[src/rtl/preview_pkg.sv]
`default_nettype none

package preview_pkg;

    //////////////////////////////
    // scalar types
    //////////////////////////////

    // one camera or output sample
    typedef logic [7:0] pixel_t;

    // column or row index
    typedef logic [15:0] coord_t;

    // host command fields
    typedef logic [15:0] cmd_addr_t;
    typedef logic [31:0] cmd_data_t;

    //////////////////////////////
    // grouped beats
    //////////////////////////////

    // camera beat at the top input
    typedef struct packed {
        pixel_t ch0;
        pixel_t ch1;
        logic   sof;
    } pix_pair_t;

    // camera beat tagged with its raster position
    typedef struct packed {
        pix_pair_t pair;
        coord_t    col;
        coord_t    row;
    } pos_pair_t;

    // entry of the output buffer
    typedef struct packed {
        logic   sof;
        pixel_t pixel;
    } frame_byte_t;

    typedef struct packed {
        coord_t col;
        coord_t row;
    } roi_corner_t;

    // address sits in the upper bytes, it arrives first
    typedef struct packed {
        cmd_addr_t addr;
        cmd_data_t data;
    } host_cmd_t;

    // "BIVFRAME", sent most significant byte first
    localparam logic [63:0] FRAME_MAGIC = 64'h4249_5646_5241_4D45;

    localparam cmd_addr_t CMD_ADDR_ROI_COL = 16'h0001;
    localparam cmd_addr_t CMD_ADDR_ROI_ROW = 16'h0002;

    localparam int CMD_BYTES = 6;

endpackage

`default_nettype wire

[src/rtl/host_command_decoder.sv]
`default_nettype none
`timescale 1ns/1ps

module host_command_decoder
    import preview_pkg::*;
#(
    parameter int IMAGE_WIDTH = 640,
    parameter int ROI_WIDTH   = 400
) (
    input  logic        core_clk,
    input  logic        sys_reset,
    input  pixel_t      cmd_byte_i,
    input  logic        cmd_valid_i,
    output roi_corner_t corner_o
);

    localparam int     CNT_W     = $clog2(CMD_BYTES);
    localparam coord_t RESET_COL = coord_t'((IMAGE_WIDTH - ROI_WIDTH) / 2);

    // first five bytes of the command, oldest on top
    logic [8*(CMD_BYTES-1)-1:0] partial_q;
    logic [CNT_W-1:0]           byte_cnt_q;

    host_cmd_t cmd_w;
    logic      last_byte;

    // full command once the sixth byte is on the input
    assign cmd_w     = {partial_q, cmd_byte_i};
    assign last_byte = cmd_valid_i && (byte_cnt_q == CNT_W'(CMD_BYTES - 1));

    always_ff @(posedge core_clk) begin
        if (cmd_valid_i) begin
            partial_q <= cmd_w[8*(CMD_BYTES-1)-1:0];
        end
    end

    always_ff @(posedge core_clk) begin
        if (sys_reset) begin
            byte_cnt_q <= '0;
        end else if (last_byte) begin
            byte_cnt_q <= '0;
        end else if (cmd_valid_i) begin
            byte_cnt_q <= byte_cnt_q + 1'b1;
        end
    end

    //////////////////////////////
    // roi corner registers
    //////////////////////////////

    // data bits above 15 are ignored, unknown addresses too
    always_ff @(posedge core_clk) begin
        if (sys_reset) begin
            corner_o.col <= RESET_COL;
            corner_o.row <= '0;
        end else if (last_byte) begin
            case (cmd_w.addr)
                CMD_ADDR_ROI_COL: corner_o.col <= cmd_w.data[15:0];
                CMD_ADDR_ROI_ROW: corner_o.row <= cmd_w.data[15:0];
                default: begin
                    corner_o <= corner_o;
                end
            endcase
        end
    end

endmodule

`default_nettype wire

[config.mk]
export PLATFORM = sky130hd
export DESIGN_NAME = host_command_decoder
export DESIGN_NICKNAME = d
export VERILOG_FILES = /design/src/rtl/preview_pkg.sv /design/src/rtl/host_command_decoder.sv
export SDC_FILE = /design/constraint.sdc
export NUM_CORES = 1
export LEC_CHECK = 0
export BUFFER_PORTS_ARGS = -buffer_cell sky130_fd_sc_hd__buf_4
export CAP_MARGIN = 5
export CORE_AREA = 4 4 84 67
export DETAILED_ROUTE_END_ITERATION = 12
export DIE_AREA = 0 0 88 71
export PLACE_DENSITY = 0.86
export SLEW_MARGIN = 20
export SYNTH_ARGS = -nofsm -noshare
export SYNTH_HDL_FRONTEND = slang
export SYNTH_SLANG_ARGS = --single-unit
[constraint.sdc]
create_clock -name core_clk -period 3.5 [get_ports core_clk]
set_input_delay 0.175 -clock core_clk [delete_from_list [all_inputs] [get_ports core_clk]]
set_output_delay 0.175 -clock core_clk [all_outputs]
set_load 0.01 [all_outputs]
; Word level (Yosys, flattened, before mapping)
; Cells that the tools add are included.
[word_totals]
regBits = 75
inputBits = 11
output_inout_bits = 32
elab_cells = 12
[op_classes]
add_sub_neg = 1
eq_ne = 3
n_reduce_logical = 4
[op_table]
columns = operator, n
row1 = $eq A16 B1 Y1 const B, 1
row2 = $eq A16 B2 Y1 const B, 1
row3 = $reduce_and A2 Y1, 2
row4 = $add A3 B1 Y3 const B, 1
row5 = $eq A3 B3 Y1 const B, 1
row6 = $reduce_or A2 Y1, 1
row7 = $logic_and A1 B1 Y1, 1

; Logic depth before layout (Yosys ltp)
[logic_depth]
word_depth = 3
mapped_depth = 8

; Least setup slack after synthesis
; Ideal clock, no wire load.
[synth_path]
path_type = flip-flop to flip-flop
start = register partial_q[30]
end = register corner_o[25] (netlist name)
setup_ps = 132
arrival_ps = 1299
path_slack_ps = 2069
stages_incl_launch_ff = 6
n_path_buf = 1
path_cell_list = edfxtp_1 -> nor4_2 -> nand3_1 -> clkbuf_1 -> o21ai_0 -> a21oi_1
[synth_between]
elab_chain_len = 2
[synth_lines]
columns = item, line
row1 = from (decl), host_command_decoder.sv:21  ; logic [8*(CMD_BYTES-1)-1:0] partial_q;
row2 = from (signal assigned), host_command_decoder.sv:33  ; partial_q <= cmd_w[8*(CMD_BYTES-1)-1:0];
row3 = $eq A16 B1 Y1, host_command_decoder.sv:57  ; case (cmd_w.addr)
row4 = $reduce_and A2 Y1 (no source line), -
row5 = to (signal assigned), host_command_decoder.sv:61  ; corner_o <= corner_o;
row6 = to (decl), host_command_decoder.sv:14  ; output roi_corner_t corner_o
; No other way between the ends.
; A chain may end at the register's enable or synchronous reset.

; Worst setup path in the final report
[layout_path]
start = register partial_q[30]
end = register corner_o[27] (netlist name)
; Same word-level chain as after synthesis.

==> flow_summary.ini <==
[global_route]
overflow = 0
grt_use_total_pct = 20.9
grt_pass1_vias = 1904
grt_max_degree = 47
antenna_found_initial = 0
grt_pass1_wl_um = 9740

[sta]
maxSlewViolCount = 0
rsz0062_at_grt = no
period_needed_ns = 2.04
period_share_pct = 58.3
fin_skew_ns = 0.00806
setup_violations = 0
clock.fmax_mhz = 490
worst_slack_ns = 1.46
worstMarginPinSlew_ns = 0.621
setup_total_negative_slack_ns = 0
hold_violations = 0
slew_headroom_pct = 58.5

[worst_setup_path]
cpPeakStageDelay_ns = 0.54
worst-path-max-fanout = 16
path_class = reg2reg
worst_setup_path_end_kind = flip-flop
worstPathCellList = nor4_2 -> nand3_1 -> o21ai_0 -> a21oi_1
cp.required_ns = 3.72
arrival_ns = 2.26
worstSetupStartpointType = flip-flop
worst_path_max_delay_cell = nand3_1

[synthesis]
syn-num-nets = 231
synth.yosys.seq_area_share_pct = 69.2
ys_types = 25
synth-seq-cells = 75
avgSynthCellArea_um2 = 12.6
yosys_warnings = 0
syn-cell-area_um2 = 2750
synth_cells = 218

[power_and_ir_drop]
p_per_area_nw_per_um2 = 526
pwr-share-clk_pct = 39.6
p_leak_uw = 0.00117
switching_share_pct = 20.9
pwr-share-seq_pct = 57.4
max-vdd-ir-drop_mv = 0.285
combinationalPowerShare_pct = 3.0
p_int_uw = 1350
p_switching_uw = 357

[clock_network]
clk_latency_ns = 0.34
root_buffer = clkbuf_8
htreeDepth = 3
cts_setup_buffers = 0
cts_made_buffers = 9
cts_tree = done
cts.reportedPaths.clkPinSlew_ns = 0.08
clockBufferDepth = 2
clock-sinks = 75

[cells_and_area]
final_cells = 319
n_antenna_cell = 0
fin_nets = 267
final_layout_size_suffix_gt1_share_pct = 25.1
syn2layout_area_growth_pct = 18.0

[place]
pre_cts_slack_ns = 1.14
place_congestion = 0.808
hpwl_um = 3650
placed_cells = 302
port_buffers = 42

[worst_hold_path]
holdCritPathClass = in2reg

[floorplan]
start_util_pct = 57.8
num_io_pins = 43
rows = 22
die_x_um = 88
die-area_um2 = 6250
core_um2 = 4760
die_y_um = 71

[flow_run]
cap_violations = 0

[drt]
drt-total-wl_um = 5950
drt_iter0_markers = 186
drcViolationCount = 0
viasPerCell = 6.09
wl_per_cell_um = 18.6
vias = 1942
drtPass1Iterations = 7
drtAntennaViolNets = 0

[run_status]
status = finished clean
[worst paths after layout]
| kind | startpoint | endpoint | slack (ns) | cells past startpoint |
|---|---|---|---|---|
| hold / removal | cmd_byte_i[4] | partial_q[4]$_DFFE_PP_ | 0.03 | 1 |
| setup / recovery | partial_q[30]$_DFFE_PP_ | corner_o[27]$_SDFFE_PP0P_ | 1.46 | 4 |
| setup reg to reg | partial_q[30]$_DFFE_PP_ | corner_o[27]$_SDFFE_PP0P_ | 1.46 | 4 |
| hold reg to reg | partial_q[11]$_DFFE_PP_ | partial_q[19]$_DFFE_PP_ | 0.42 | 0 |
[power by group through the flow]
stage	clock network (uW)	registers, uW	logic, uW
global route	731	984	55.4
detailed placement	0	1000	49.5
global placement	0	999	47.6
floorplan	0	994	22.4
finish	677	981	50.9
CTS	683	981	49.8
[metal layers]
metal	vias to the layer above	routed length [um]	track usage (%)	share of wire, %
met5	-	0	0	0
met4	0	91	6.64	1.5
met3	10	510	7.92	8.6
met2	105	2850	30.8	48
met1	931	2490	28.6	42
li1	896	-	-	-
[registers in the layout, indices dropped and copies added (netlist names)]
register,count
partial_q,40
corner_o,32
byte_cnt_q,3
[area by class of cell]
cell class              count  area (um^2)
multi-input cells         121          714
repair buffers             46          348
clock buffers              12          156
fillers                   341         1520
flip-flops and latches     75         1900
inverters                   1         3.75
well taps                  60         75.1
clock inverters             4         46.3
[Yosys cell counts, drive strengths merged]
cell | count | area share (%)
and2 | 1 | 0.23
dfxtp | 35 | 25
nor3 | 4 | 0.73
edfxtp | 40 | 44
a31oi | 4 | 0.91
nor2 | 3 | 0.41
clkbuf | 10 | 1.4
a21oi | 31 | 5.6
nand4 | 29 | 6.6
ha | 2 | 0.91
nand2b | 1 | 0.23
inv | 1 | 0.14
nor4 | 3 | 1.4
nand3b | 1 | 0.27
nor3b | 1 | 0.45
and3b | 1 | 0.32
o21ai | 29 | 5.3
buf | 11 | 3.5
nor2b | 2 | 0.45
mux2i | 1 | 0.36
nand3 | 2 | 0.36
o21bai | 4 | 1.1
nand2 | 2 | 0.27
[through the flow]
stage / total power (uW) / hold WS, ns / area (um^2) / util, %
after floorplan: 1020 / 0.274 / 2750 / -
after global placement: 1050 / 0.378 / 3030 / 63.6
after detailed placement: 1050 / 0.375 / 3030 / 63.6
after CTS: 1710 / 0.0105 / 3230 / 67.9
after global routing: 1770 / 0.00656 / 3250 / 68.2
final: 1710 / 0.0314 / 3250 / 68.2
[cell families (layout without fill, tap and decap cells)]
| group | Yosys count | count (layout) | synth area share, % |
|---|---|---|---|
| AOI/OAI and AO/OA | 68 | 68 | 12.9 |
| and+or+nand+nor | 50 | 50 | 11.7 |
| buffers and inverters | 22 | 63 | 4.96 |
| muxes | 1 | 1 | 0.364 |
| adders and majority gates | 2 | 2 | 0.910 |
| DFF | 75 | 75 | 69.2 |
[layout by cell type (no fill, tap or decap), types with 2 or more instances in the layout]
| cell | Yosys | routed |
|---|---|---|
| buf_4 | 1 | 45 |
| edfxtp_1 | 40 | 40 |
| dfxtp_1 | 35 | 35 |
| a21oi_1 | 31 | 31 |
| nand4_1 | 29 | 29 |
| o21ai_0 | 29 | 29 |
| clkbuf_8 | 0 | 9 |
| nor3_1 | 4 | 4 |
| a31oi_1 | 4 | 4 |
| o21bai_1 | 4 | 4 |
| nor2_1 | 3 | 3 |
| nor4_2 | 3 | 3 |
| nand2_1 | 2 | 2 |
| nor2b_1 | 2 | 2 |
| nand3_1 | 2 | 2 |
| ha_1 | 2 | 2 |
| clkinv_2 | 0 | 2 |
| clkbuf_1 | 10 | 2 |
[worst max-delay path: cells and delay by family, from the launching register on]
kind / cells / cell delay (ns)
flip-flops: 1 / 0.42
AND/OR/NAND/NOR: 2 / 0.97
AO/OA/AOI/OAI: 2 / 0.54
[what timing repair did]
action                                 CTS  global route
endpoints found under the hold margin    0             1
hold buffers                             0             1
resized for setup                        0             0
(Power assumes the default switching activity.)
