File: src/rtl/preview_pkg.sv
`default_nettype none

package preview_pkg;

    //////////////////////////////
    // scalar types
    //////////////////////////////

    // one camera or output sample
    typedef logic [7:0] pixel_t;

    // column or row index
    typedef logic [15:0] coord_t;

    // host command fields
    typedef logic [15:0] cmd_addr_t;
    typedef logic [31:0] cmd_data_t;

    //////////////////////////////
    // grouped beats
    //////////////////////////////

    // camera beat at the top input
    typedef struct packed {
        pixel_t ch0;
        pixel_t ch1;
        logic   sof;
    } pix_pair_t;

    // camera beat tagged with its raster position
    typedef struct packed {
        pix_pair_t pair;
        coord_t    col;
        coord_t    row;
    } pos_pair_t;

    // entry of the output buffer
    typedef struct packed {
        logic   sof;
        pixel_t pixel;
    } frame_byte_t;

    typedef struct packed {
        coord_t col;
        coord_t row;
    } roi_corner_t;

    // address sits in the upper bytes, it arrives first
    typedef struct packed {
        cmd_addr_t addr;
        cmd_data_t data;
    } host_cmd_t;

    // "BIVFRAME", sent most significant byte first
    localparam logic [63:0] FRAME_MAGIC = 64'h4249_5646_5241_4D45;

    localparam cmd_addr_t CMD_ADDR_ROI_COL = 16'h0001;
    localparam cmd_addr_t CMD_ADDR_ROI_ROW = 16'h0002;

    localparam int CMD_BYTES = 6;

endpackage

`default_nettype wire

File: src/rtl/pixel_position_tracker.sv
`default_nettype none
`timescale 1ns/1ps

module pixel_position_tracker
    import preview_pkg::*;
#(
    parameter int IMAGE_WIDTH  = 640,
    parameter int IMAGE_HEIGHT = 480
) (
    input  logic      core_clk,
    input  logic      sys_reset,
    input  pix_pair_t pair_i,
    input  logic      valid_i,
    output pos_pair_t pos_pair_o,
    output logic      valid_o
);

    // position expected for the next pair
    coord_t col_q;
    coord_t row_q;

    // position of the pair at the input
    coord_t cur_col;
    coord_t cur_row;

    // sof pins the pair to the origin
    assign cur_col = pair_i.sof ? '0 : col_q;
    assign cur_row = pair_i.sof ? '0 : row_q;

    always_ff @(posedge core_clk) begin
        if (sys_reset) begin
            col_q <= '0;
            row_q <= '0;
        end else if (valid_i) begin
            if (cur_col == coord_t'(IMAGE_WIDTH - 1)) begin
                col_q <= '0;
                // last pixel of the frame wraps the row too
                if (cur_row == coord_t'(IMAGE_HEIGHT - 1)) begin
                    row_q <= '0;
                end else begin
                    row_q <= cur_row + coord_t'(1);
                end
            end else begin
                col_q <= cur_col + coord_t'(1);
                row_q <= cur_row;
            end
        end
    end

    always_ff @(posedge core_clk) begin
        if (sys_reset) begin
            valid_o <= 1'b0;
        end else begin
            valid_o <= valid_i;
        end
    end

    // pair travels with its position
    always_ff @(posedge core_clk) begin
        if (valid_i) begin
            pos_pair_o.pair <= pair_i;
            pos_pair_o.col  <= cur_col;
            pos_pair_o.row  <= cur_row;
        end
    end

    col_in_range_a: assert property (@(posedge core_clk) disable iff (sys_reset)
        valid_o |-> (pos_pair_o.col < coord_t'(IMAGE_WIDTH)))
        else $error("tracker column reached IMAGE_WIDTH");

endmodule

`default_nettype wire

File: config.mk
export PLATFORM = sky130hd
export DESIGN_NAME = pixel_position_tracker
export DESIGN_NICKNAME = d
export VERILOG_FILES = /design/src/rtl/preview_pkg.sv /design/src/rtl/pixel_position_tracker.sv
export SDC_FILE = /design/constraint.sdc
export NUM_CORES = 1
export LEC_CHECK = 0
export ABC_CLOCK_PERIOD_IN_PS = 2500
export BUFFER_PORTS_ARGS = -buffer_cell sky130_fd_sc_hd__buf_2
export CAP_MARGIN = 10
export CORE_AREA = 2 2 106 77
export CTS_BUF_LIST = sky130_fd_sc_hd__clkbuf_16
export DETAILED_ROUTE_END_ITERATION = 10
export DIE_AREA = 0 0 108 79
export PLACE_DENSITY = 0.85
export SLEW_MARGIN = 20
export SYNTH_ARGS = -nofsm -noshare
export SYNTH_HDL_FRONTEND = slang
export SYNTH_SLANG_ARGS = --single-unit
File: constraint.sdc
create_clock -name core_clk -period 2.5 [get_ports core_clk]
set_input_delay 0.25 -clock core_clk [delete_from_list [all_inputs] [get_ports core_clk]]
set_output_delay 0.25 -clock core_clk [all_outputs]
set_load 0.005 [all_outputs]
Word level (Yosys, flattened, before mapping) --
Cells that the tools add are included.
Cells by class: $add $sub $neg 2, eq/ne operators 2, muxes and demuxes 5
Operators with widths (number):
- 16-bit 2-to-1 mux | 5
- 16-bit by 1-bit adder with 16-bit output, second input constant | 2
- 16-bit by 10-bit equality test with 1-bit output, second input constant | 1
- 16-bit by 9-bit equality test with 1-bit output, second input constant | 1
Word-level totals: bits in registers 82, input port bits 20, output and inout bits 50, word-level logic and storage cells 17

Depth between registers and ports, before layout --
depth after elaboration 4, depth in mapped cells 11, gate-level depth less buffers 7

Least setup slack after synthesis --
Ideal clock, no wire load.
kind in2reg, start input port pair_i[0] (netlist bit), end register row_q[4], library setup time 74 ps, arrival time 2549 ps, data required time 2426 ps, slack -124 ps, cell stages on the path 10, path buffers 3, cells stage by stage clkbuf_1 clkbuf_1 buf_1 nor2b_1 ha_1 nand3_1 nor3_4 nand2_4 or4_1 a31oi_1
Between the ends: elaborated cells on any way between the ends 7, classes of those cells 1 x add/sub; 2 x eq/ne; 4 x mux
RTL lines:
- from (decl) | RTL line pixel_position_tracker.sv:12 | input pix_pair_t pair_i,
- 16-bit 2-to-1 mux | RTL line pixel_position_tracker.sv:27 | assign cur_col = pair_i.sof ? '0 : col_q;
- via cur_col[0] | RTL line pixel_position_tracker.sv:23 | coord_t cur_col;
- 16-bit by 10-bit equality test with 1-bit output | RTL line pixel_position_tracker.sv:35 | if (cur_col == coord_t'(IMAGE_WIDTH - 1)) begin
- 16-bit 2-to-1 mux | RTL line pixel_position_tracker.sv:35
- to (signal assigned) | RTL line pixel_position_tracker.sv:41 | row_q <= cur_row + coord_t'(1);
- to (signal assigned) | RTL line pixel_position_tracker.sv:45 | row_q <= cur_row;
- to (decl) | RTL line pixel_position_tracker.sv:20 | coord_t row_q;
The timed path passes the listed nets, and every way through them passes these cells. A chain may end at the register's enable or synchronous reset.

Worst setup path after layout --
start register col_q[0], end register row_q[13]
Between the ends: longest elaborated chain between the ends 3
RTL lines:
- from (decl) | RTL line pixel_position_tracker.sv:19 | coord_t col_q;
- from (signal assigned) | RTL line pixel_position_tracker.sv:44 | col_q <= cur_col + coord_t'(1);
- 16-bit 2-to-1 mux | RTL line pixel_position_tracker.sv:27
- via cur_col[0] | RTL line pixel_position_tracker.sv:23
- 16-bit by 10-bit equality test with 1-bit output | RTL line pixel_position_tracker.sv:35
- 16-bit 2-to-1 mux | RTL line pixel_position_tracker.sv:35
The timed path passes the listed nets, and every way through them passes these cells.

==> run metrics <==
status=finished, final reports clean; Initial Utilization=0.481; Layout area overhead=23.1%; main combinational cell family by area after synthesis=simple AND/OR/NAND/NOR gates; DRC Markers=0; CP Capture Type=flop; n_diodes=0; RSZ-0062 raised after global routing=no; Top FF cell, synth=edfxtp_1; reg-to-reg slack, setup=0.21 ns; NetSw=0.609 mW; Worst Reg-to-Reg Cells=7; final core occ=0.593; Pleak=1.77 nW; Die Area=0.00853 mm^2; Final ANT Viol Nets=0; clock share of power=0.454; number of hold buffers added after CTS=0; worst hold start=pair_i[6]; share of cells above drive strength 1=0.245; synth unique cells=43; GRT Total Usage=0.215; buffers plus inverters on the worst setup path=0; depth of the worst hold-timing path=1; ys async rst share=0; TritonCTS clock tree=built; vias per cell=5.76; Hold WC Path Type=in -> reg; arrival time worst endpoint=2.50 ns; critical-path cell list=nor2b_1, ha_1, nand3_2, nor3_4, nand3_1, o41ai_1, o21ai_0; row cnt=27; Synth Area in Compound Gates=0.112; endpoints failing hold=0; R2R Path End=row_q[13]$_SDFFE_PP0P_; GPL Wtd Cong=0.921; Worst-Skew Late Latency=0.33 ns; multi-input logic area=0.00141 mm^2; Max Slew Vio Count=0; via count=3095; Die X-Extent=108 um; drt first pass iters=7; Filler cells=656; Crit-path slowest cell=nor3_4; most common cell in the netlist=edfxtp_1; synth top area cells=edfxtp_1, dfxtp_1, nor2b_1; final setup vio count=0; largest net degree at the start of global routing=45; Avg WL per Cell=16.5 um; Max Cap Viol=0; crit-path max FO=8; Sequential Power Share=0.495; Syn Nets=374; Synth area leader=edfxtp_1; Mapped Area=0.00366 mm^2; sequential share of the synthesized area=0.583; IO Port Bufs=69; CTS root buf=clkbuf_16; final worst path period share=0.915; placed cell count=522; cell internal pwr=2.41 mW; yosys synthesis warning count=0; Post-Synth Adder-Cell Area=0.00684; DR iter-0 viols=295; PwrDens=669 mW/mm^2; WP data required=2.71 ns; FMAX=437 MHz; Final Power=3.02 mW; Setup TNS=0 ns; clk_skew=0.00792 ns; Critical Path Start Type=flop; Min-Delay Endpoint=pos_pair_o[38]$_DFFE_PP_; CP top delay family=simple AND/OR/NAND/NOR gates; crit-path max cell delay=0.39 ns; I/O Pins=70; Final min period=2.29 ns; XOR/XNOR share of the synthesized area=0; Post-Synth Simple-Gate Area=0.255; number of global-route vias before repair=2831; WL final=8.88 mm; DIE HEIGHT=79 um; register area=0.00213 mm^2; Sw Share=0.202; Slew headroom=0.623; Clock Path Buffers=2; post-synthesis mux area share=0.00821; initial antenna violation count=0; CP Class=reg -> reg; Clk pin slew, worst setup/hold paths=0.06 ns; FF-to-FF Start=col_q[0]$_SDFFE_PP0P_; Comb pwr share=0.051; synthesized area per cell=10.4 um^2; Yosys top cell area share=0.402; first-pass GRT wire length=14.2 mm; nets=454; post-CTS setup buffers=0; Num CTS Buffers=9; H-Tree Depth=3; cts repair resizes=0; post-synthesis cell count=352; Finished Layout Cells=537; Slew @ Worst Pin=0.560 ns; Final HPWL DP=6.11 mm; CTS Sinks=82; Max VDD drop=0.320 mV; Synth Register Bits=82; GRT Residual Overflow=0; Post-synth EDFFs=49; Core Region=0.00760 mm^2; Synth top cells by count=edfxtp_1, dfxtp_1, nand2_1
## cell families (layout without fill, tap and decap cells)
kind of cell / Yosys count / count (layout)
and+or+nand+nor: 165 / 165
DFF: 82 / 82
AOI/OAI and AO/OA: 66 / 66
buffers and inverters: 34 / 118
muxes: 3 / 3
adders and majority gates: 2 / 2
## through the flow
stage                     area, um^2  hold WS [ns]  worst slack [ns]
final                           4500        0.0924             0.214
after global routing            4500        0.0850            0.0117
after CTS                       4500        0.0843             0.223
after detailed placement        4200         0.429             0.177
after global placement          4200         0.427             0.293
after floorplan                 3670         0.349            0.0103
## power groups by stage
stage | Sequential (mW) | Clock, mW | Combinational, mW
after global routing | 1.50 | 1.44 | 0.168
final | 1.49 | 1.37 | 0.153
after detailed placement | 1.52 | 0 | 0.153
after global placement | 1.52 | 0 | 0.149
after CTS | 1.49 | 1.39 | 0.154
after floorplan | 1.53 | 0 | 0.0483
## state kept, by name, indices dropped and copies added (netlist names)
register,count
row_q,16
valid_o,1
col_q,16
pos_pair_o,49
## routing by layer
metal  GRT usage  vias up  wire length, um
met5           0        -                0
met4      0.0718        0              119
met3      0.0599       13              780
met2       0.305      162             3770
met1       0.317     1445             4210
li1            -     1475                -
## cells in the final DEF, fill, tap and decap left out, types with 14 or more instances in the layout
cell type  instances
inv_1             19
buf_2             69
nor2b_1           23
a21oi_1           14
nand2_1           30
buf_4             16
dfxtp_1           33
o21ai_0           19
nor2_1            26
edfxtp_1          49
## worst max path at each step
stage	startpoint	endpoint	slack (ns)	depth (start not counted)
3_5_place_dp	pair_i[0]	row_q[13]$_SDFFE_PP0P_	0.18	8
3_3_place_gp	pair_i[0]	row_q[4]$_SDFFE_PP0P_	0.29	8
2_1_floorplan	pair_i[0]	row_q[4]$_SDFFE_PP0P_	0.01	10
6_report	col_q[0]$_SDFFE_PP0P_	row_q[13]$_SDFFE_PP0P_	0.21	7
4_1_cts	col_q[0]$_SDFFE_PP0P_	row_q[13]$_SDFFE_PP0P_	0.22	7
5_1_grt	col_q[0]$_SDFFE_PP0P_	row_q[13]$_SDFFE_PP0P_	0.01	7
## final cells by class
class	count	area share
Clock buffer	9	0.0500
Clock inverter	6	0.0183
Inverter	18	0.0150
Multi-Input combinational cell	236	0.312
Sequential cell	82	0.473
Tap cell	101	0.0281
Timing Repair Buffer	85	0.103
Note: power is estimated with default switching activity, not from simulation.
