==> config.mk <==
export PLATFORM = sky130hd
export DESIGN_NAME = frame_packetizer
export DESIGN_NICKNAME = d
export VERILOG_FILES = /design/src/rtl/preview_pkg.sv /design/src/rtl/frame_packetizer.sv
export SDC_FILE = /design/constraint.sdc
export NUM_CORES = 1
export LEC_CHECK = 0
export BUFFER_PORTS_ARGS = -buffer_cell sky130_fd_sc_hd__clkbuf_2
export CAP_MARGIN = 20
export CORE_MARGIN = 2
export CORE_UTILIZATION = 50
export CTS_CLUSTER_SIZE = 24
export DETAILED_ROUTE_END_ITERATION = 7
export PLACE_DENSITY = 0.8
export SYNTH_ARGS = -nofsm -noshare
export SYNTH_HDL_FRONTEND = slang
export SYNTH_SLANG_ARGS = --single-unit
==> constraint.sdc <==
create_clock -name core_clk -period 2.48 [get_ports core_clk]
set_input_delay 0.372 -clock core_clk [delete_from_list [all_inputs] [get_ports core_clk]]
set_output_delay 0.372 -clock core_clk [all_outputs]
set_load 0.02 [all_outputs]
==> src/rtl/preview_pkg.sv <==
`default_nettype none

package preview_pkg;

    //////////////////////////////
    // scalar types
    //////////////////////////////

    // one camera or output sample
    typedef logic [7:0] pixel_t;

    // column or row index
    typedef logic [15:0] coord_t;

    // host command fields
    typedef logic [15:0] cmd_addr_t;
    typedef logic [31:0] cmd_data_t;

    //////////////////////////////
    // grouped beats
    //////////////////////////////

    // camera beat at the top input
    typedef struct packed {
        pixel_t ch0;
        pixel_t ch1;
        logic   sof;
    } pix_pair_t;

    // camera beat tagged with its raster position
    typedef struct packed {
        pix_pair_t pair;
        coord_t    col;
        coord_t    row;
    } pos_pair_t;

    // entry of the output buffer
    typedef struct packed {
        logic   sof;
        pixel_t pixel;
    } frame_byte_t;

    typedef struct packed {
        coord_t col;
        coord_t row;
    } roi_corner_t;

    // address sits in the upper bytes, it arrives first
    typedef struct packed {
        cmd_addr_t addr;
        cmd_data_t data;
    } host_cmd_t;

    // "BIVFRAME", sent most significant byte first
    localparam logic [63:0] FRAME_MAGIC = 64'h4249_5646_5241_4D45;

    localparam cmd_addr_t CMD_ADDR_ROI_COL = 16'h0001;
    localparam cmd_addr_t CMD_ADDR_ROI_ROW = 16'h0002;

    localparam int CMD_BYTES = 6;

endpackage

`default_nettype wire

==> src/rtl/frame_packetizer.sv <==
`default_nettype none
`timescale 1ns/1ps

module frame_packetizer
    import preview_pkg::*;
(
    input  logic        core_clk,
    input  logic        sys_reset,
    input  frame_byte_t entry_i,
    input  logic        empty_i,
    output logic        read_o,
    input  logic        host_space_i,
    output pixel_t      host_byte_o,
    output logic        host_valid_o
);

    typedef enum logic [1:0] {
        PK_IDLE,
        PK_HEADER,
        PK_PIXELS
    } pk_state_e;

    pk_state_e  state_q;
    pk_state_e  state_d;
    logic [2:0] hdr_idx_q;
    logic [2:0] hdr_idx_d;

    // head sof belongs to the frame just announced
    logic first_q;
    logic first_d;

    logic   send;
    pixel_t byte_d;

    //////////////////////////////
    // next state
    //////////////////////////////

    always_comb begin
        state_d   = state_q;
        hdr_idx_d = hdr_idx_q;
        first_d   = first_q;
        send      = 1'b0;
        read_o    = 1'b0;
        byte_d    = entry_i.pixel;

        // no space means nothing moves
        if (host_space_i) begin
            case (state_q)
                PK_IDLE: begin
                    // drop bytes until the first frame starts
                    if (!empty_i) begin
                        if (entry_i.sof) begin
                            state_d   = PK_HEADER;
                            hdr_idx_d = '0;
                        end else begin
                            read_o = 1'b1;
                        end
                    end
                end
                PK_HEADER: begin
                    send      = 1'b1;
                    byte_d    = FRAME_MAGIC[(7 - int'(hdr_idx_q)) * 8 +: 8];
                    hdr_idx_d = hdr_idx_q + 3'd1;
                    if (hdr_idx_q == 3'd7) begin
                        state_d = PK_PIXELS;
                        first_d = 1'b1;
                    end
                end
                PK_PIXELS: begin
                    if (!empty_i) begin
                        if (entry_i.sof && !first_q) begin
                            // next frame, header first, entry stays
                            state_d   = PK_HEADER;
                            hdr_idx_d = '0;
                        end else begin
                            send    = 1'b1;
                            read_o  = 1'b1;
                            first_d = 1'b0;
                        end
                    end
                end
                default: state_d = PK_IDLE;
            endcase
        end
    end

    always_ff @(posedge core_clk) begin
        if (sys_reset) begin
            state_q      <= PK_IDLE;
            hdr_idx_q    <= '0;
            first_q      <= 1'b0;
            host_valid_o <= 1'b0;
        end else begin
            state_q      <= state_d;
            hdr_idx_q    <= hdr_idx_d;
            first_q      <= first_d;
            host_valid_o <= send;
        end
    end

    always_ff @(posedge core_clk) begin
        if (send) begin
            host_byte_o <= byte_d;
        end
    end

    // the byte right after a header is the entry that opened the frame
    first_is_sof_a: assert property (@(posedge core_clk) disable iff (sys_reset)
        (read_o && first_q) |-> entry_i.sof)
        else $error("first pixel after the header carries no sof");

endmodule

`default_nettype wire

* Word-level counts from Yosys, hierarchy flattened *
Cells that the tools add are included.

storage, ports and cells
  register bits after elaboration = 15
  bits of input ports = 13
  output and inout bits = 10
  logic and storage cells = 50

operators by class
  add/sub/neg operators = 2
  equal/unequal tests = 9
  shift-type cells = 1
  muxes and demuxes = 25
  reductions and logical operators = 8

operator list
  cell                                                                         number
  64-bit by 7-bit indexed part select with 8-bit output, first input constant  1
  8-bit 2-to-1 mux                                                             2
  3-bit 2-to-1 mux                                                             4
  2-bit inequality test, second input constant                                 6
  6-bit AND reduction                                                          2
  2-bit 2-to-1 mux                                                             5
  1-bit 2-to-1 mux                                                             9
  3-bit one-hot mux with 3 select lines                                        1
  1-bit one-hot mux with 2 select lines                                        3
  2-bit one-hot mux with 3 select lines                                        1
  5-bit AND reduction                                                          1
  3-bit by 3-bit subtractor with 4-bit output, first input constant            1
  3-bit by 1-bit adder with 3-bit output, second input constant                1
  3-bit equality test, second input constant                                   1
  3-bit nonzero test                                                           1
  2-bit by 1-bit equality test with 1-bit output, second input constant        1
  2-bit equality test, second input constant                                   1
  2-bit zero test                                                              1
  2-bit nonzero test                                                           1
  1-bit logical AND                                                            1
  1-bit zero test                                                              1

* Depth between registers and ports, before layout *
Gate-level depths: netlist of the first run.

  depth in word-level cells = 6
  mapped depth = 7
  depth with buffers taken out = 6

* Worst setup path before layout of the first run *
No wires, ideal clock.

  path type = register to register
  start point = register state_q[0]
  end point = register hdr_idx_q[0]
  library setup time = 0.087 ns
  arrival time = 1.759 ns
  required time = 2.393 ns
  slack = 0.634 ns
  cell stages (with the launch flop) = 7
  path buffers = 0
  clock period less this slack = 1.846 ns
  path through = dfxtp_1 > inv_1 > ha_1 > nor2b_1 > a2111o_1 > or4_1 > o31ai_1

on the way
  word-level cells in the longest chain between the ends = 3
  elaborated cells between the ends (all ways) = 10
  those cells by class = eq/ne: 6; mux: 1; reduce/logical: 3

ends and longest elaborated chain
  element                                                                       line                    text
  from (decl)                                                                   frame_packetizer.sv:23  pk_state_e state_q;
  from (signal assigned)                                                        frame_packetizer.sv:95  state_q <= state_d;
  2-bit equality test (tied with other cells)                                   frame_packetizer.sv:49  case (state_q)
  2-bit inequality test (no line) / 3-bit nonzero test (equally long branches)  -
  6-bit AND reduction (no line)                                                 -
  to (signal assigned)                                                          frame_packetizer.sv:96  hdr_idx_q <= hdr_idx_d;
  to (decl)                                                                     frame_packetizer.sv:25  logic [2:0] hdr_idx_q;

Several ways; a longest one is shown, not always the timed one.
A chain may end at the register's enable or synchronous reset.

* Worst setup path after layout of the first run *
Ends and elaborated chain as after synthesis.

==> results by group, run 1 <==
Status
  – Status: finished, final reports clean

Floorplanning
  – Die area: 2030 sq um
  – Core area: 1540 sq um
  – Die Wd: 45.1 um
  – Rows: 14
  – Chip height: 45.1 um
  – I/O Pins: 23
  – Initial Util: 54.7%

Worst setup path
  – Worst r2r src: state_q[0]
  – Critical Path RT: ~2.7 ns
  – Reg2reg setup slack: 0.48 ns
  – Slowest cell on crit path: or4_1
  – RR Endpoint: hdr_idx_q[0]
  – CP Class: flip-flop to flip-flop
  – CP cell instances: inv_1 -> ha_1 -> nor2b_1 -> a2111o_1 -> or4_1 -> o31ai_1
  – Setup crit end kind: flip-flop
  – CP arrival: between 2 and 2.5 ns
  – CP peak stage delay: roughly 0.5 ns
  – Reg2Reg Depth: 6
  – Startpoint types: flip-flop
  – Crit-path max FO: 8

Route
  – Drt first pass iters: 4
  – Vias/cell: 5.28
  – DRT iter0 DRCs: 3
  – WL/cell: 11.3 um
  – Vias: 660
  – Routed Antenna Nets: 0
  – DRC: 0
  – DRT Wirelength: between 1 and 1.5 mm

Timing
  – RSZ-0062 raised after global routing: false
  – Endpoints failing setup: 0
  – Setup TNS Final: 0 ns
  – Tmin final: 2.00 ns
  – Max_slew headroom: between 60% and 70%
  – Final clock skew: 0.000606 ns
  – Final Hold Viols: 0
  – Final clock period utilization by the worst path: 80.7%
  – Slew Viols, Final: 0
  – Worst-Margin Slew: between 0.5 and 0.6 ns
  – Fmax achieved: about 500 MHz

Finish
  – Fin area: 988 sq um
  – Layout cells sized above 1: 24.8%
  – Ant. Diodes: 0
  – Layout area overhead: 17.2%
  – Nets: about 130
  – Final cell count without fillers: 125
  – # fillers: 140

CTS
  – Clock transition at path regs: 0.08 ns
  – Skew-Pair Late Insertion Delay: 0.28 ns
  – Hold Buf Count CTS: 0
  – Sink Count: 15
  – CTS tree: built
  – CTS Buf Count: 3
  – Post-CTS Resized: 0
  – Post-CTS Setup Inserts: 0
  – Root Driver: clkbuf_4
  – H-tree depth: 1
  – Maximum buffer depth of the clock tree: 2

Min path
  – Hold Path Class: input port to flip-flop
  – Hold path cells: 2
  – Hold_sp: entry_i[6]
  – Worst Hold End: host_byte_o[6]

GRT
  – First-pass GRT wire length: between 2 and 2.5 mm
  – Largest net degree at the start of global routing: 12
  – Number of global-route vias before repair: 612
  – Grt met3 use: 3.60%
  – Met2 usage: between 20% and 30%
  – Most used routing layer in global routing: met2
  – GR Util met1: roughly a fifth
  – Tot GR Track Use: 16.3%
  – Grt ovf: 0
  – Antenna violations before repair: 0

Synthesis
  – Post-synthesis cell count: 86
  – Most common cell in the netlist: nand2_1
  – Commonest cells in the netlist: nand2_1 (11), ha_1 (10), edfxtp_1 (8)
  – Post-synth EDFFs: 8
  – Number of synthesized register bits: 15
  – Largest family of logic cells by synthesized area: simple AND/OR/NAND/NOR gates
  – Synthesized Nets: 109
  – Yosys top cell area share: 28.5%
  – Yosys cell types: 25
  – Top cells by area, synth: edfxtp_1 (28%), dfxtp_1 (17%), ha_1 (15%)
  – Synth area leader: edfxtp_1
  – Main synth FF type: edfxtp_1
  – Async SR Flop Fraction: 0%
  – Simple-Gate Fraction of Synth Area: 18.0%
  – Post-synthesis adder-cell area fraction: between 10% and 20%
  – Mux contribution to synthesized area: 3.56%
  – Post-Synth XOR/XNOR Area: 0%
  – Synth Area per Inst: 9.81 sq um
  – Post-synthesis sequential area ratio: between 40% and 50%
  – Yosys warnings: 0
  – Post-synthesis compound-gate area fraction: 14.1%
  – Mapped Area: 843 sq um

Job
  – MaxCap Viol Count: 0

Power and ir drop
  – Power Total: approximately 0.00046 W
  – Peak VDD IR: ~270 uV
  – Static leakage power: 0.427 nW
  – PD cells: 461 nW/um^2

Placed design
  – I/O Buffers: 22
  – Placed Cells incl. Taps: 121
  – DP Area: ~960 sq um
  – Final HPWL DP: around 1.1 mm
  – Final RePlAce weighted congestion: 0.800
power breakdown:
group	internal [W]	total, W	leakage, nW	switching (W)
Combinational	0.0000221	0.0000514	0.283	0.0000293
Clock	0.0000624	0.000137	0.0150	0.0000745
Sequential	0.000265	0.000267	0.129	0.00000257
Total	0.000349	0.000456	0.427	0.000106
registers in the layout, summed over array words and instances (netlist names):
register	count
hdr_idx_q	3
first_q	1
host_byte_o	8
state_q	2
host_valid_o	1
layer usage:
layer	routed length, um	part of all wire [%]
met3	92	6.5
met2	650	46
met5	0	0
met4	22	1.6
met1	650	46
placed cells by master (no fill, tap or decap), types with 2 or more instances in the layout:
cell / n
mux2i_1: 3
nor3_1: 2
o21ai_0: 5
ha_1: 10
clkbuf_4: 3
and2_1: 2
inv_1: 7
clkbuf_2: 22
edfxtp_1: 8
nor2b_1: 2
nor2_1: 7
dfxtp_1: 7
a21oi_1: 5
or4_1: 2
o31ai_1: 2
nand2_1: 11
how the worst max path moves through the flow:
| stage | end | startpoint | slack [ns] | cells after the start |
|---|---|---|---|---|
| after global placement | hdr_idx_q[1] | state_q[0] | 0.58 | 6 |
| after detailed placement | hdr_idx_q[0] | state_q[0] | 0.51 | 6 |
| after global routing | hdr_idx_q[0] | state_q[0] | 0.38 | 6 |
| after CTS | hdr_idx_q[0] | state_q[0] | 0.49 | 6 |
| final | hdr_idx_q[0] | state_q[0] | 0.48 | 6 |
| after floorplan | hdr_idx_q[0] | state_q[0] | 0.63 | 6 |
through the flow:
stage          setup slack [ns]  util, %  hold WS [ns]
6_report                  0.478     64.1         0.347
5_1_grt                   0.379     64.1         0.345
4_1_cts                   0.486     64.1         0.341
3_5_place_dp              0.509     62.4         0.537
3_3_place_gp              0.579     62.4         0.522
2_1_floorplan             0.634        -         0.488
cells by family after synthesis:
group | after synthesis
buffers and inverters | 10
and+or+nand+nor | 30
AOI/OAI and AO/OA | 18
muxes | 3
adders and majority gates | 10
DFF | 15
worst max-delay path: cells and delay by family, from the launching register on:
family                     cells  cell delay, ns
and+or+nand+nor                2            0.64
DFF                            1            0.42
adders and majority gates      1            0.21
AOI/OAI and AO/OA              2            0.56
buffers and inverters          1            0.09
final cells by class:
| type | count | area [sq um] | area share [%] |
|---|---|---|---|
| timing repair buffer | 22 | 110 | 11.1 |
| tap | 16 | 20.0 | 2.03 |
| clock buffer | 4 | 26.3 | 2.66 |
| multi-input combinational | 61 | 425 | 43.0 |
| inverter | 7 | 26.3 | 2.66 |
| sequential | 15 | 380 | 38.5 |
No activity file was read; power rests on OpenSTA's default activity.
==> run 2, diff against run 1 <==
- CORE_UTILIZATION: 50 -> 45
- PLACE_DENSITY: 0.8 -> 0.76
- clock period: 2.48 -> 1.61 ns (I/O delays scaled with it)
==> run 2 against run 1 <==
Compared with the run above:
- the run now ends with setup timing left
- sequential power rose by 54%
- combinational power is 140% higher
- design area is 15% higher
- critical endpoint unchanged
==> results by group, run 2 (synthesized netlist as in run 1, its figures left out) <==
Timing
  – Final clock skew: between 0.006 and 0.007 ns
  – Final worst-path setup slack: -0.0209 ns
  – Tmin final: 1.63 ns
  – Worst-Margin Slew: 0.301 ns
  – Endpoints failing setup: 3
  – RSZ-0062 raised after global routing: true
  – Final clock period utilization by the worst path: 101%
  – Final Hold Viols: 0
  – Setup TNS Final: -0.0372 ns
  – Fmax achieved: roughly 610 MHz
  – Max_slew headroom: 79.9%
  – Slew Viols, Final: 0

Job
  – MaxCap Viol Count: 0

Finish
  – Most common cell after layout, fill and taps aside: clkbuf_2
  – Layout cells sized above 1: 42.5%
  – Final cell count without fillers: around 150
  – Largest registers: host_byte_o: 8 flops, hdr_idx_q: 3 flops, state_q: 2 flops
  – Layout area overhead: 35.3%
  – Most frequent cells in the layout: clkbuf_2 (21), nand2_1 (11), buf_4 (11), ha_1 (8), edfxtp_1 (8)
  – Ant. Diodes: 0
  – Largest Register: host_byte_o
  – Max FFs per register: 8
  – Nets: 144

Route
  – DRT iter0 DRCs: 8
  – DRC: 0
  – Routed Antenna Nets: 0
  – Vias: 742
  – Drt first pass iters: 4
  – Met3 WL: about 96 um
  – Met2 wire length: 948 um
  – Highest metal used: met4
  – Metal-1 WL: 717 um
  – WL/cell: 12.6 um
  – DRT Wirelength: between 1.5 and 2 mm
  – Vias/cell: about 5.1

CTS
  – H-tree depth: 1
  – Root Driver: clkbuf_4
  – Clock transition at path regs: 0.09 ns
  – Hold Buf Count CTS: 0
  – Skew-Pair Late Insertion Delay: 0.29 ns
  – Sink Count: 15
  – Maximum buffer depth of the clock tree: 2
  – CTS tree: built
  – CTS Buf Count: 3

Placed design
  – Worst Setup Slack post-DPL: -0.0924 ns
  – Placed Cells incl. Taps: 138
  – Final HPWL DP: 1.26 mm
  – I/O Buffers: 22
  – Final RePlAce weighted congestion: around 0.74

GRT
  – Largest net degree at the start of global routing: 11
  – Antenna violations before repair: 0
  – Tot GR Track Use: 18.6%
  – First-pass GRT wire length: between 2 and 3 mm
  – Grt ovf: 0
  – Number of global-route vias before repair: 699

Power and ir drop
  – PD cells: 659 nW/um^2
  – Sequential power share: 54.6%
  – Static leakage power: 0.496 nW
  – P_int: 0.000564 W
  – Peak VDD IR: 406 uV
  – Switching Share: about a quarter
  – Part of the power in combinational logic: 16.2%
  – Clock group share of total power: 29.2%
  – Power Total: ~0.00075 W
  – Net load switching power: 0.000188 W

Floorplanning
  – Die Wd: 47.3 um
  – Chip height: 47.3 um
  – Die area: about 2200 sq um
  – Initial Util: 48.3%
  – Core area: 1750 sq um
  – I/O Pins: 23
  – Rows: 15

Status
  – Failing checks: setup timing
  – Status: finished with violations

Worst setup path
  – CP Class: flip-flop to flip-flop
  – Critical path origin: state_q[0]
  – Critical Path RT: 1.82 ns
  – CP arrival: 1.84 ns
  – Setup crit end kind: flip-flop
  – Crit-path max FO: 6
  – Worst r2r src: state_q[0]
  – Startpoint types: flip-flop

Min path
  – Hold Path Class: input port to flip-flop
  – Hold_sp: entry_i[6]
==> run 2: cell types whose count changed in the layout (fill, tap and decap cells not counted), sizes merged <==
cell	previous run	this run
buf	0	12
clkbuf	26	25
==> run 2: final timing paths <==
kind               endpoint  slack [ns]  depth (start not counted)
max            hdr_idx_q[0]       -0.02                          5
min          host_byte_o[6]        0.22                          2
max reg2reg    hdr_idx_q[0]       -0.02                          5
min reg2reg         first_q        0.58                          2
==> run 2: per-stage QoR <==
step / hold WS, ns / area (sq um) / utilization (%)
2_1_floorplan: 0.396 / 851 / -
3_3_place_gp: 0.512 / 1040 / 59.6
3_5_place_dp: 0.523 / 1040 / 59.6
4_1_cts: 0.227 / 1110 / 63.5
5_1_grt: 0.234 / 1140 / 65.4
6_report: 0.215 / 1140 / 65.4
==> run 2: area by class of cell <==
cell class	instances	area [sq um]
clock buffers	4	26.3
fillers	153	604
inverters	7	26.3
multi-input cells	61	475
flip-flops and latches	15	383
well taps	25	31.3
repair buffers	33	199
==> run 2: per-layer routing <==
layer  global-route usage, %  vias up
li1                        -      371
met1                    18.5      340
met2                    33.5       23
met3                    3.85        8
met4                    13.3        0
met5                       0        -
==> run 2: power groups by stage <==
stage / Clock [W] / Sequential [W] / Combinational, W
after global routing: 0.000230 / 0.000411 / 0.000136
final: 0.000219 / 0.000411 / 0.000122
after global placement: 0 / 0.000419 / 0.0000971
after detailed placement: 0 / 0.000419 / 0.0000996
after CTS: 0.000220 / 0.000411 / 0.000110
after floorplan: 0 / 0.000422 / 0.0000508
==> run 2: what timing repair did <==
action	in CTS	in global routing
setup endpoints to repair	13	15
setup buffers	2	1
cloned	0	0
resized for setup	7	7
pin swaps	3	2
==> run 2: worst max-delay path: stages, from the launching register on <==
cell      delay, ns
dfxtp_2        0.35
inv_2          0.05
ha_2           0.22
a2111o_1       0.44
or4_1          0.41
o31ai_1        0.07
